File: config.mk
export PLATFORM = sky130hd
export DESIGN_NAME = display_timing
export DESIGN_NICKNAME = d
export VERILOG_FILES = /design/src/common/fb_pkg.sv /design/src/design/display_timing.sv
export VERILOG_INCLUDE_DIRS = /design/src /design/src/common
export SDC_FILE = /design/constraint.sdc
export NUM_CORES = 1
export LEC_CHECK = 0
export BUFFER_PORTS_ARGS = -buffer_cell sky130_fd_sc_hd__buf_2
export CORE_ASPECT_RATIO = 1.2
export CORE_MARGIN = 1.5
export CORE_UTILIZATION = 61
export CTS_BUF_LIST = sky130_fd_sc_hd__clkbuf_8
export CTS_CLUSTER_DIAMETER = 150
export DETAILED_ROUTE_END_ITERATION = 6
export GPL_ROUTABILITY_DRIVEN = 0
export GPL_TIMING_DRIVEN = 0
export PLACE_DENSITY = 0.87
export SLEW_MARGIN = 30
export SYNTH_ARGS = -nofsm -noshare
export SYNTH_HDL_FRONTEND = slang
export SYNTH_SLANG_ARGS = --single-unit
File: constraint.sdc
create_clock -name clk_sys -period 5.5 [get_ports clk_sys]
set_clock_uncertainty 0.15 [all_clocks]
set_input_delay 1.1 -clock clk_sys [delete_from_list [all_inputs] [get_ports clk_sys]]
set_output_delay 1.1 -clock clk_sys [all_outputs]
set_load 0.005 [all_outputs]
File: src/common/fb_cfg.svh
// framebuffer display configuration
// framebuffer geometry and scale, 640x480 timing, pipeline latency, host address map
`ifndef FB_CFG_SVH
`define FB_CFG_SVH

// framebuffer geometry
`define FB_WIDTH    160  // pixels per framebuffer row
`define FB_HEIGHT   120  // framebuffer rows
`define FB_SCALE    4    // each pixel shown as a 4x4 block

// horizontal timing in clocks
`define H_ACTIVE    640
`define H_FP        16
`define H_SYNC      96
`define H_BP        48

// vertical timing in lines
`define V_ACTIVE    480
`define V_FP        10
`define V_SYNC      2
`define V_BP        33

`define PIPE_LAT    3    // coordinates to registered dvi outputs
`define PAL_SEL_BIT 17   // pixel word index needs bits 16..2, palette sits above it

`endif
File: src/common/fb_pkg.sv
// types shared across the display subsystem
// pixel index, colour, memory addresses, screen coordinate, axi response codes
`default_nettype none

package fb_pkg;

    typedef logic [3:0] cidx_t;           // palette index stored per pixel
    typedef logic [11:0] colr_t;          // {r, g, b}, 4 bits per channel

    // memory addresses
    typedef logic [14:0] fb_addr_t;       // 19200 framebuffer words
    typedef logic [3:0] pal_addr_t;       // 16 palette entries

    // negative during blanking, 0..639 / 0..479 when active
    typedef logic signed [15:0] coord_t;

    // axi response codes
    localparam logic [1:0] resp_ok = 2'b00;
    localparam logic [1:0] resp_slverr = 2'b10;

endpackage

`default_nettype wire

File: src/design/display_timing.sv
// 640x480 display timing with signed screen coordinates
// blanking before the active area, negative syncs, line and frame start flags
`timescale 1ns/1ps
`default_nettype none
`include "fb_cfg.svh"

module display_timing (
    input  wire logic      clk_sys,
    input  wire logic      rst_n,
    output fb_pkg::coord_t sx,
    output fb_pkg::coord_t sy,
    output logic           hsync,
    output logic           vsync,
    output logic           de,
    output logic           line_start,
    output logic           frame_start
);

    // horizontal: blanking from -160, active 0..639
    localparam fb_pkg::coord_t H_STA = fb_pkg::coord_t'(-(`H_FP + `H_SYNC + `H_BP));
    localparam fb_pkg::coord_t HS_STA = fb_pkg::coord_t'(H_STA + `H_FP);
    localparam fb_pkg::coord_t HS_END = fb_pkg::coord_t'(HS_STA + `H_SYNC);
    localparam fb_pkg::coord_t HA_END = fb_pkg::coord_t'(`H_ACTIVE - 1);

    // vertical: blanking from -45, active 0..479
    localparam fb_pkg::coord_t V_STA = fb_pkg::coord_t'(-(`V_FP + `V_SYNC + `V_BP));
    localparam fb_pkg::coord_t VS_STA = fb_pkg::coord_t'(V_STA + `V_FP);
    localparam fb_pkg::coord_t VS_END = fb_pkg::coord_t'(VS_STA + `V_SYNC);
    localparam fb_pkg::coord_t VA_END = fb_pkg::coord_t'(`V_ACTIVE - 1);

    fb_pkg::coord_t sx_next;
    fb_pkg::coord_t sy_next;

    always_comb begin
        sx_next = (sx == HA_END) ? H_STA : sx + 16'sd1;
        sy_next = sy;
        if (sx == HA_END) begin
            sy_next = (sy == VA_END) ? V_STA : sy + 16'sd1;  // next line
        end
    end

    // syncs come from the next coordinates so they line up with sx and sy
    always_ff @(posedge clk_sys or negedge rst_n) begin
        if (!rst_n) begin
            sx <= H_STA;
            sy <= V_STA;
            hsync <= 1'b1;  // inactive high
            vsync <= 1'b1;
        end else begin
            sx <= sx_next;
            sy <= sy_next;
            hsync <= !(sx_next >= HS_STA && sx_next < HS_END);
            vsync <= !(sy_next >= VS_STA && sy_next < VS_END);
        end
    end

    assign de = (sx >= 0 && sy >= 0);       // active area only
    assign line_start = (sx == H_STA);      // first blanking clock of a line
    assign frame_start = line_start && (sy == V_STA);

endmodule

`default_nettype wire

==> impl_metrics.xml, run 1 <==
<?xml version="1.0" encoding="UTF-8"?>
<metrics>
  <group name="routing">
    <metric name="drt_wl_total" unit="mm">4.964</metric>
    <metric name="detailedRoute.firstPassIterationCount" unit="">4</metric>
    <metric name="route.detailed.drc" unit="">0</metric>
    <metric name="detail_route.wl_per_cell" unit="um">16.66</metric>
    <metric name="antenna_violating_nets_post_route" unit="">0</metric>
    <metric name="num_vias" unit="">1867</metric>
    <metric name="via_per_inst" unit="">6.265</metric>
    <metric name="drt_iter0_drc" unit="">78</metric>
  </group>
  <group name="die">
    <metric name="design.core.area" unit="mm2">0.003110</metric>
    <metric name="floorplan.die_area" unit="mm2">0.003651</metric>
    <metric name="starting_utilization_of_the_core_area" unit="%">64.64</metric>
    <metric name="io_pins" unit="">39</metric>
    <metric name="dieWidth" unit="um">55.41</metric>
    <metric name="die_height" unit="um">65.89</metric>
    <metric name="fp_rows" unit="">22</metric>
  </group>
  <group name="worst_setup_path">
    <metric name="timing.critical_path.max_delay_family" unit="">simple AND/OR/NAND/NOR gates</metric>
    <metric name="crit_path_end_kind" unit="">output pin</metric>
    <metric name="worst_r2r_path_depth" unit="">9</metric>
    <metric name="r2r_setup_slack" unit="ns">2.81</metric>
    <metric name="timing.critical_path.required" unit="ns">4.25</metric>
    <metric name="timing.critical_path.buf_inv" unit="">2</metric>
    <metric name="critical_path_arrival" unit="ns">2.23</metric>
    <metric name="crit_path_max_fanout" unit="">8</metric>
    <metric name="cp.depth" unit="">6</metric>
    <metric name="setup.worst_path.start" unit="">sx[6]</metric>
    <metric name="worst-setup-path-type" unit="">reg2out</metric>
    <metric name="timing.rr.start" unit="">sy[0]</metric>
    <metric name="timing.critical_path.mode_cell" unit="">sky130_fd_sc_hd__buf_2</metric>
    <metric name="worstSetupEndpoint" unit="">frame_start</metric>
    <metric name="startpoint_class_of_the_critical_path" unit="">flip-flop</metric>
    <metric name="crit_path_max_incr_delay" unit="ns">0.53</metric>
    <metric name="worstPathCellList" unit="">buf_2 &gt; nor2b_1 &gt; nand4_1 &gt; nor4_1 &gt; and3_1 &gt; buf_2</metric>
    <metric name="reg_to_reg_endpoint" unit="">vsync</metric>
    <metric name="crit_slowest_cell" unit="">sky130_fd_sc_hd__dfstp_2</metric>
  </group>
  <group name="logic_synthesis">
    <metric name="synth_area_per_cell" unit="um2">9.309</metric>
    <metric name="yosys-top-cells-area" unit="">sky130_fd_sc_hd__dfstp_2, sky130_fd_sc_hd__dfrtp_1, sky130_fd_sc_hd__nand2_1</metric>
    <metric name="syn-instance-count" unit="">216</metric>
    <metric name="post-synth-top-area-fraction" unit="%">32.67</metric>
    <metric name="ys_seq_area_share" unit="%">43.87</metric>
    <metric name="asyncSetResetFlopFracSynth" unit="%">100.0</metric>
    <metric name="netlist-cell-type-count" unit="">47</metric>
    <metric name="synth_enable_flop_cells" unit="">0</metric>
    <metric name="ys_warn_count" unit="">0</metric>
    <metric name="synth_top_family_by_area" unit="">simple AND/OR/NAND/NOR gates</metric>
    <metric name="synth_area_leader_cell" unit="">sky130_fd_sc_hd__dfstp_2</metric>
    <metric name="post_synth_mux_area_share" unit="%">0.5600</metric>
    <metric name="synth_compound_gate_area_share" unit="%">11.51</metric>
    <metric name="synth_simple_gate_area_share" unit="%">32.11</metric>
    <metric name="number_of_storage_elements_in_the_synthesis_netlist" unit="">34</metric>
    <metric name="synth_fa_ha_area_share" unit="%">2.489</metric>
    <metric name="syn-num-nets" unit="">222</metric>
    <metric name="synthesis.area" unit="mm2">0.002011</metric>
    <metric name="synth_top_flop_cell" unit="">sky130_fd_sc_hd__dfstp_2</metric>
    <metric name="post_synth_xor_area_fraction" unit="%">6.098</metric>
  </group>
  <group name="place">
    <metric name="detailedPlacementHpwl" unit="mm">3.443</metric>
    <metric name="place.port_buffers" unit="">38</metric>
    <metric name="place_area" unit="mm2">0.002246</metric>
  </group>
  <group name="worst_hold_path">
    <metric name="min-delay-path-class" unit="">reg2reg</metric>
    <metric name="min-delay-start" unit="">sx[0]</metric>
  </group>
  <group name="grt">
    <metric name="overflow" unit="">0</metric>
    <metric name="grt_pass1_wl" unit="mm">8.362</metric>
    <metric name="grt_util_all_layers" unit="%">29.49</metric>
    <metric name="largest_net_degree_at_the_start_of_global_routing" unit="">35</metric>
    <metric name="grt_pass1_vias" unit="">1780</metric>
    <metric name="grt_antenna_before_repair" unit="">0</metric>
  </group>
  <group name="sta">
    <metric name="number_of_max_slew_violations_in_the_final_report" unit="">0</metric>
    <metric name="fin_hold_ws" unit="ns">0.3917</metric>
    <metric name="slew-limit-headroom" unit="%">51.99</metric>
    <metric name="finalSetupViolCount" unit="">0</metric>
    <metric name="fmaxAchievable" unit="MHz">287.3</metric>
    <metric name="fin_setup_tns" unit="ns">0</metric>
    <metric name="timing.final.hold_violations" unit="">0</metric>
    <metric name="timing_worst_slew_pin_value" unit="ns">0.7202</metric>
    <metric name="fin_crit_sh" unit="%">63.29</metric>
    <metric name="layout_min_cycle_time" unit="ns">3.481</metric>
    <metric name="unrepaired_setup_endpoints_after_global_routing" unit="">no</metric>
  </group>
  <group name="layout">
    <metric name="final_layout_size_suffix_gt1_share" unit="%">34.73</metric>
    <metric name="sequential_cell_area" unit="um2">882.1</metric>
    <metric name="multi_input_area" unit="mm2">0.001061</metric>
    <metric name="final_nets" unit="">267</metric>
    <metric name="fillerInstances" unit="">252</metric>
    <metric name="layout.cells.most_common" unit="">sky130_fd_sc_hd__buf_2</metric>
    <metric name="insertedDiodeCount" unit="">0</metric>
    <metric name="layout_common_cells" unit="">sky130_fd_sc_hd__buf_2, sky130_fd_sc_hd__dfstp_2, sky130_fd_sc_hd__nand2_1</metric>
    <metric name="synthToLayoutAreaGrowth" unit="%">17.17</metric>
    <metric name="final_area" unit="mm2">0.002356</metric>
  </group>
  <group name="clocking">
    <metric name="count_of_hold_buffers_inserted_by_post_cts_repair" unit="">0</metric>
    <metric name="cts.clk_slew.worst_paths" unit="ns">0.07</metric>
    <metric name="post-cts-setup-buffer-count" unit="">0</metric>
    <metric name="cts-resized-gates" unit="">0</metric>
    <metric name="cts-buffers-inserted" unit="">5</metric>
    <metric name="clk_root_buffer_cell" unit="">sky130_fd_sc_hd__clkbuf_8</metric>
    <metric name="htreeDepth" unit="">2</metric>
    <metric name="cts.path.max_buffers" unit="">2</metric>
    <metric name="tritoncts" unit="">yes</metric>
    <metric name="clkSinkCount" unit="">34</metric>
    <metric name="clock_latency" unit="ns">0.29</metric>
  </group>
  <group name="status">
    <metric name="status" unit="">completed</metric>
  </group>
  <group name="power">
    <metric name="power_density" unit="mW/mm2">199.9</metric>
    <metric name="leakagePower" unit="uW">0.001103</metric>
    <metric name="vdd_drop_max" unit="mV">0.2136</metric>
  </group>
  <group name="flow_run">
    <metric name="max-cap-violations" unit="">0</metric>
  </group>
</metrics>
worst min-delay path by stage:
stage / endpoint / slack (ns) / depth (start not counted)
4_1_cts: sx[9] / 0.40 / 1
5_1_grt: sx[9] / 0.42 / 1
6_report: sx[0] / 0.39 / 1
2_1_floorplan: sx[0] / 0.35 / 1
3_5_place_dp: sx[0] / 0.37 / 1
3_3_place_gp: sx[0] / 0.36 / 1
synth_stat cells, types with 2 or more instances:
master,count
sky130_fd_sc_hd__a21oi_1,13
sky130_fd_sc_hd__a22oi_1,2
sky130_fd_sc_hd__a31oi_1,5
sky130_fd_sc_hd__and2_1,3
sky130_fd_sc_hd__and3_1,10
sky130_fd_sc_hd__and4_1,7
sky130_fd_sc_hd__and4b_1,2
sky130_fd_sc_hd__buf_2,5
sky130_fd_sc_hd__buf_4,2
sky130_fd_sc_hd__dfrtp_1,9
sky130_fd_sc_hd__dfstp_2,25
sky130_fd_sc_hd__ha_1,4
sky130_fd_sc_hd__inv_1,5
sky130_fd_sc_hd__nand2_1,21
sky130_fd_sc_hd__nand3_1,14
sky130_fd_sc_hd__nand3_2,2
sky130_fd_sc_hd__nand4_1,12
sky130_fd_sc_hd__nor2_1,16
sky130_fd_sc_hd__nor2b_1,3
sky130_fd_sc_hd__nor3_1,2
sky130_fd_sc_hd__nor4_1,2
sky130_fd_sc_hd__o21a_1,3
sky130_fd_sc_hd__o21ai_0,10
sky130_fd_sc_hd__o21ai_1,2
sky130_fd_sc_hd__or3_1,3
sky130_fd_sc_hd__xnor2_1,6
sky130_fd_sc_hd__xor2_1,8
cell families (layout without fill, tap and decap cells):
family | count (synthesis) | in the layout
and+or+nand+nor | 110 | 110
AOI/OAI and AO/OA | 39 | 39
DFF | 34 | 34
xor gates and xnor gates | 14 | 14
buffers and inverters | 14 | 60
adders and majority gates | 4 | 4
muxes | 1 | 1
where the power goes:
part | total, uW | internal [uW] | leakage [uW] | switching [uW]
clock | 215 | 126 | 0.0000575 | 88.9
combinational | 4.70 | 0.255 | 0.000671 | 4.44
sequential | 251 | 251 | 0.000375 | 0
total | 471 | 378 | 0.00110 | 93.4
area by class of cell:
type	instances	share of cell area, %
Inverter	5	0.7966
Multi-Input combinational cell	168	45.03
Timing Repair Buffer	38	8.072
Buffer	9	2.071
Tap cell	36	1.912
Sequential cell	34	37.44
Clock buffer	8	4.673
registers in the layout (all words and copies together), names as in the netlist:
| name | cells |
|---|---|
| sx | 16 |
| vsync | 1 |
| sy | 16 |
| hsync | 1 |
metrics by stage:
step	setup WS, ns	std cells	power (uW)	utilization, %
floorplan	2.732	216	255.0	-
global placement	2.451	290	260.0	72.20
detailed placement	2.384	290	260.0	72.20
CTS	2.033	298	474.4	75.74
global route	1.865	298	486.7	75.74
finish	2.019	298	471.0	75.74
layer usage:
metal	track usage (%)	vias to the layer above	wire (um)
met1	35.37	905	1996
met3	7.241	12	278
li1	-	882	-
met2	51.79	68	2612
met5	0	-	0
met4	10.06	0	77
Power figures use the tool's default switching activity.
==> run 2, diff against run 1 <==
--- a/config.mk
+++ b/config.mk
@@ -6,16 +6,17 @@
 export SDC_FILE = /design/constraint.sdc
 export NUM_CORES = 1
 export LEC_CHECK = 0
+export ABC_AREA = 1
 export BUFFER_PORTS_ARGS = -buffer_cell sky130_fd_sc_hd__buf_2
 export CORE_ASPECT_RATIO = 1.2
 export CORE_MARGIN = 1.5
-export CORE_UTILIZATION = 61
+export CORE_UTILIZATION = 58
 export CTS_BUF_LIST = sky130_fd_sc_hd__clkbuf_8
 export CTS_CLUSTER_DIAMETER = 150
 export DETAILED_ROUTE_END_ITERATION = 6
 export GPL_ROUTABILITY_DRIVEN = 0
 export GPL_TIMING_DRIVEN = 0
-export PLACE_DENSITY = 0.87
+export PLACE_DENSITY = 0.82
 export SLEW_MARGIN = 30
 export SYNTH_ARGS = -nofsm -noshare
 export SYNTH_HDL_FRONTEND = slang
==> constraint.sdc (replaced) <==
create_clock -name clk_sys -period 3.6 [get_ports clk_sys]
set_clock_uncertainty 0.15 [all_clocks]
set_input_delay 0.72 -clock clk_sys [delete_from_list [all_inputs] [get_ports clk_sys]]
set_output_delay 0.72 -clock clk_sys [all_outputs]
set_load 0.005 [all_outputs]
==> run 2 against run 1 <==
Against the previous run: worst setup slack got worse by 1.0 ns; via count up 20%; critical path depth rose by 1; cell area up 14%; first-iteration DRC count rose by 110%; clock power grew 21%; critical path type unchanged; final cell count rose by 43%; utilization down 6.9 points; die area grew 22%; highest routed layer unchanged; power grew 38%; sequential cell count unchanged; register-to-register slack lost 1.5 ns.
==> impl_metrics.xml, run 2 <==
<?xml version="1.0" encoding="UTF-8"?>
<metrics>
  <group name="worst_setup_path">
    <metric name="worst-setup-path-type" unit="">reg2out</metric>
    <metric name="crit_path_max_incr_delay" unit="ns">0.59</metric>
    <metric name="crit_path_max_fanout" unit="">6</metric>
    <metric name="crit_slowest_cell" unit="">sky130_fd_sc_hd__dfstp_2</metric>
    <metric name="startpoint_class_of_the_critical_path" unit="">flip-flop</metric>
    <metric name="timing.critical_path.required" unit="ns">2.73</metric>
    <metric name="worst_r2r_path_depth" unit="">12</metric>
    <metric name="worstPathCellList" unit="">nand2_1 &gt; nor2_1 &gt; nand2_1 &gt; inv_1 &gt; nand4_1 &gt; nor2_1 &gt; buf_2</metric>
    <metric name="crit_path_end_kind" unit="">output pin</metric>
    <metric name="critical_path_arrival" unit="ns">1.72</metric>
  </group>
  <group name="logic_synthesis">
    <metric name="asyncSetResetFlopFracSynth" unit="%">100.0</metric>
    <metric name="syn-instance-count" unit="">327</metric>
    <metric name="yosysMostFrequentCell" unit="">sky130_fd_sc_hd__nand2_1</metric>
    <metric name="netlist-cell-type-count" unit="">33</metric>
    <metric name="number_of_storage_elements_in_the_synthesis_netlist" unit="">34</metric>
    <metric name="synthesis.area" unit="mm2">0.002350</metric>
    <metric name="synth_common_cells" unit="">sky130_fd_sc_hd__nand2_1, sky130_fd_sc_hd__inv_1, sky130_fd_sc_hd__nor2_1</metric>
    <metric name="post-synth-top-area-fraction" unit="%">27.96</metric>
    <metric name="synth_top_flop_cell" unit="">sky130_fd_sc_hd__dfstp_2</metric>
    <metric name="yosys-top-cells-area" unit="">sky130_fd_sc_hd__dfstp_2, sky130_fd_sc_hd__nand2_1, sky130_fd_sc_hd__dfrtp_1</metric>
    <metric name="ys_seq_area_share" unit="%">37.54</metric>
    <metric name="ys_warn_count" unit="">0</metric>
    <metric name="syn-num-nets" unit="">333</metric>
    <metric name="synth_enable_flop_cells" unit="">0</metric>
    <metric name="synth_area_leader_cell" unit="">sky130_fd_sc_hd__dfstp_2</metric>
    <metric name="synth_area_per_cell" unit="um2">7.186</metric>
  </group>
  <group name="sta">
    <metric name="timing_worst_slew_pin_value" unit="ns">0.7179</metric>
    <metric name="fmaxAchievable" unit="MHz">386.0</metric>
    <metric name="fin_setup_tns" unit="ns">0</metric>
    <metric name="number_of_max_slew_violations_in_the_final_report" unit="">0</metric>
    <metric name="fin_hold_ws" unit="ns">0.3324</metric>
    <metric name="slew-limit-headroom" unit="%">52.14</metric>
    <metric name="layout_min_cycle_time" unit="ns">2.591</metric>
    <metric name="timing.final.hold_violations" unit="">0</metric>
    <metric name="fin_crit_sh" unit="%">71.97</metric>
    <metric name="finalSetupViolCount" unit="">0</metric>
    <metric name="unrepaired_setup_endpoints_after_global_routing" unit="">no</metric>
  </group>
  <group name="place">
    <metric name="place_area" unit="mm2">0.002608</metric>
    <metric name="place.port_buffers" unit="">38</metric>
    <metric name="detailedPlacementHpwl" unit="mm">4.207</metric>
  </group>
  <group name="clocking">
    <metric name="clkSinkCount" unit="">34</metric>
    <metric name="cts-buffers-inserted" unit="">5</metric>
    <metric name="clk_root_buffer_cell" unit="">sky130_fd_sc_hd__clkbuf_8</metric>
    <metric name="clock_latency" unit="ns">0.28</metric>
    <metric name="cts-resized-gates" unit="">0</metric>
    <metric name="tritoncts" unit="">yes</metric>
    <metric name="htreeDepth" unit="">2</metric>
    <metric name="cts.path.max_buffers" unit="">2</metric>
    <metric name="post-cts-setup-buffer-count" unit="">0</metric>
    <metric name="cts.clk_slew.worst_paths" unit="ns">0.07</metric>
    <metric name="count_of_hold_buffers_inserted_by_post_cts_repair" unit="">0</metric>
  </group>
  <group name="die">
    <metric name="fp_rows" unit="">25</metric>
    <metric name="design.core.area" unit="mm2">0.003910</metric>
    <metric name="floorplan.die_area" unit="mm2">0.004444</metric>
    <metric name="dieWidth" unit="um">61.11</metric>
    <metric name="die_height" unit="um">72.73</metric>
    <metric name="io_pins" unit="">39</metric>
    <metric name="starting_utilization_of_the_core_area" unit="%">60.10</metric>
  </group>
  <group name="power">
    <metric name="switching_share" unit="%">21.02</metric>
    <metric name="vdd_drop_max" unit="mV">0.2112</metric>
    <metric name="seqPwrFrac" unit="%">58.8</metric>
    <metric name="power_density" unit="mW/mm2">242.3</metric>
    <metric name="combinationalPowerShare" unit="%">1.1</metric>
    <metric name="internal_power" unit="uW">514.8</metric>
    <metric name="pwr-share-clk" unit="%">40.1</metric>
    <metric name="leakagePower" unit="uW">0.001434</metric>
    <metric name="switching_power" unit="uW">137.0</metric>
  </group>
  <group name="routing">
    <metric name="drt_iter0_drc" unit="">163</metric>
    <metric name="detailedRoute.firstPassIterationCount" unit="">5</metric>
    <metric name="num_vias" unit="">2244</metric>
    <metric name="detail_route.wl_per_cell" unit="um">12.80</metric>
    <metric name="drt_wl_total" unit="mm">5.466</metric>
    <metric name="antenna_violating_nets_post_route" unit="">0</metric>
    <metric name="route.detailed.drc" unit="">0</metric>
    <metric name="via_per_inst" unit="">5.255</metric>
  </group>
  <group name="grt">
    <metric name="overflow" unit="">0</metric>
    <metric name="grt_util_all_layers" unit="%">27.64</metric>
    <metric name="grt_pass1_wl" unit="mm">9.197</metric>
    <metric name="grt_pass1_vias" unit="">2146</metric>
    <metric name="grt_antenna_before_repair" unit="">0</metric>
    <metric name="largest_net_degree_at_the_start_of_global_routing" unit="">35</metric>
  </group>
  <group name="flow_run">
    <metric name="max-cap-violations" unit="">0</metric>
  </group>
  <group name="layout">
    <metric name="final_layout_size_suffix_gt1_share" unit="%">27.88</metric>
    <metric name="regs_by_ff_count" unit="">sx x16, sy x16</metric>
    <metric name="synthToLayoutAreaGrowth" unit="%">14.48</metric>
    <metric name="final_area" unit="mm2">0.002690</metric>
    <metric name="layout_common_cells" unit="">sky130_fd_sc_hd__nand2_1, sky130_fd_sc_hd__inv_1, sky130_fd_sc_hd__nor2_1, sky130_fd_sc_hd__buf_2, sky130_fd_sc_hd__dfstp_2</metric>
    <metric name="insertedDiodeCount" unit="">0</metric>
    <metric name="layout.cells.most_common" unit="">sky130_fd_sc_hd__nand2_1</metric>
    <metric name="final_nets" unit="">378</metric>
    <metric name="fillerInstances" unit="">360</metric>
  </group>
  <group name="status">
    <metric name="status" unit="">completed</metric>
  </group>
  <group name="worst_hold_path">
    <metric name="min-delay-path-class" unit="">in2async</metric>
  </group>
</metrics>
## run 2: cell types whose count changed after synthesis, moves of 10 or more
cell | previous run | this run
sky130_fd_sc_hd__nand3_1 | 14 | 24
sky130_fd_sc_hd__nor2_1 | 16 | 39
sky130_fd_sc_hd__a21oi_1 | 13 | 1
sky130_fd_sc_hd__and3_1 | 10 | 0
sky130_fd_sc_hd__inv_1 | 5 | 52
sky130_fd_sc_hd__nand2_1 | 21 | 89
## run 2: cell families after synthesis
logic type	share of synthesized area, %
buf+inv	12.30
xor+xnor	4.846
flops	37.54
compound gates	3.834
simple gates	39.35
fa+ha+maj	2.130
## run 2: worst paths after layout
kind / from / end / slack (ns)
hold / removal: rst_n / sy[5] / 0.33
min in group clk_sys: sx[0] / sx[0] / 0.36
setup reg to reg: sy[1] / vsync / 1.36
max in group asynchronous: rst_n / sy[2] / 2.50
setup / recovery: sx[9] / frame_start / 1.01
hold reg to reg: sx[0] / sx[0] / 0.36
## run 2: power groups by stage
| stage | Combinational, uW | Clock (uW) | Sequential, uW |
|---|---|---|---|
| after floorplan | 0.000819 | 0 | 390 |
| after global placement | 7.75 | 0 | 389 |
| after detailed placement | 7.93 | 0 | 389 |
| after CTS | 7.85 | 270 | 383 |
| after global routing | 9.03 | 285 | 383 |
| final | 7.13 | 261 | 384 |
## run 2: final cells by class
cell class,count,area [um2],area share [%]
plain buffers,6,72.57,2.698
clock buffers,5,68.82,2.558
clock inverters,3,13.76,0.5116
inverters,57,216.5,8.047
multi-input cells,230,1179,43.81
flip-flops and latches,34,882.1,32.79
well taps,54,67.56,2.512
repair buffers,38,190.2,7.070
## run 2: stage by stage
stage	total power, uW	util, %	instances	setup slack, ns
final	651.9	68.80	427	1.009
after global routing	677.2	68.80	427	0.8612
after global placement	397.2	66.69	419	1.340
after detailed placement	397.4	66.69	419	1.316
after CTS	661.1	68.80	427	1.005
after floorplan	389.5	-	327	1.526
## run 2: critical path: cells and delay by family, from the launching register on
family        cells  cell delay (ns)
buf+inv           2             0.18
simple gates      5             0.66
flops             1             0.59
## run 2: routing by layer
metal | part of all wire, % | GRT usage [%]
met1 | 38 | 31.35
met2 | 54 | 50.00
met3 | 5.8 | 3.546
met4 | 2.4 | 12.08
met5 | 0 | 0
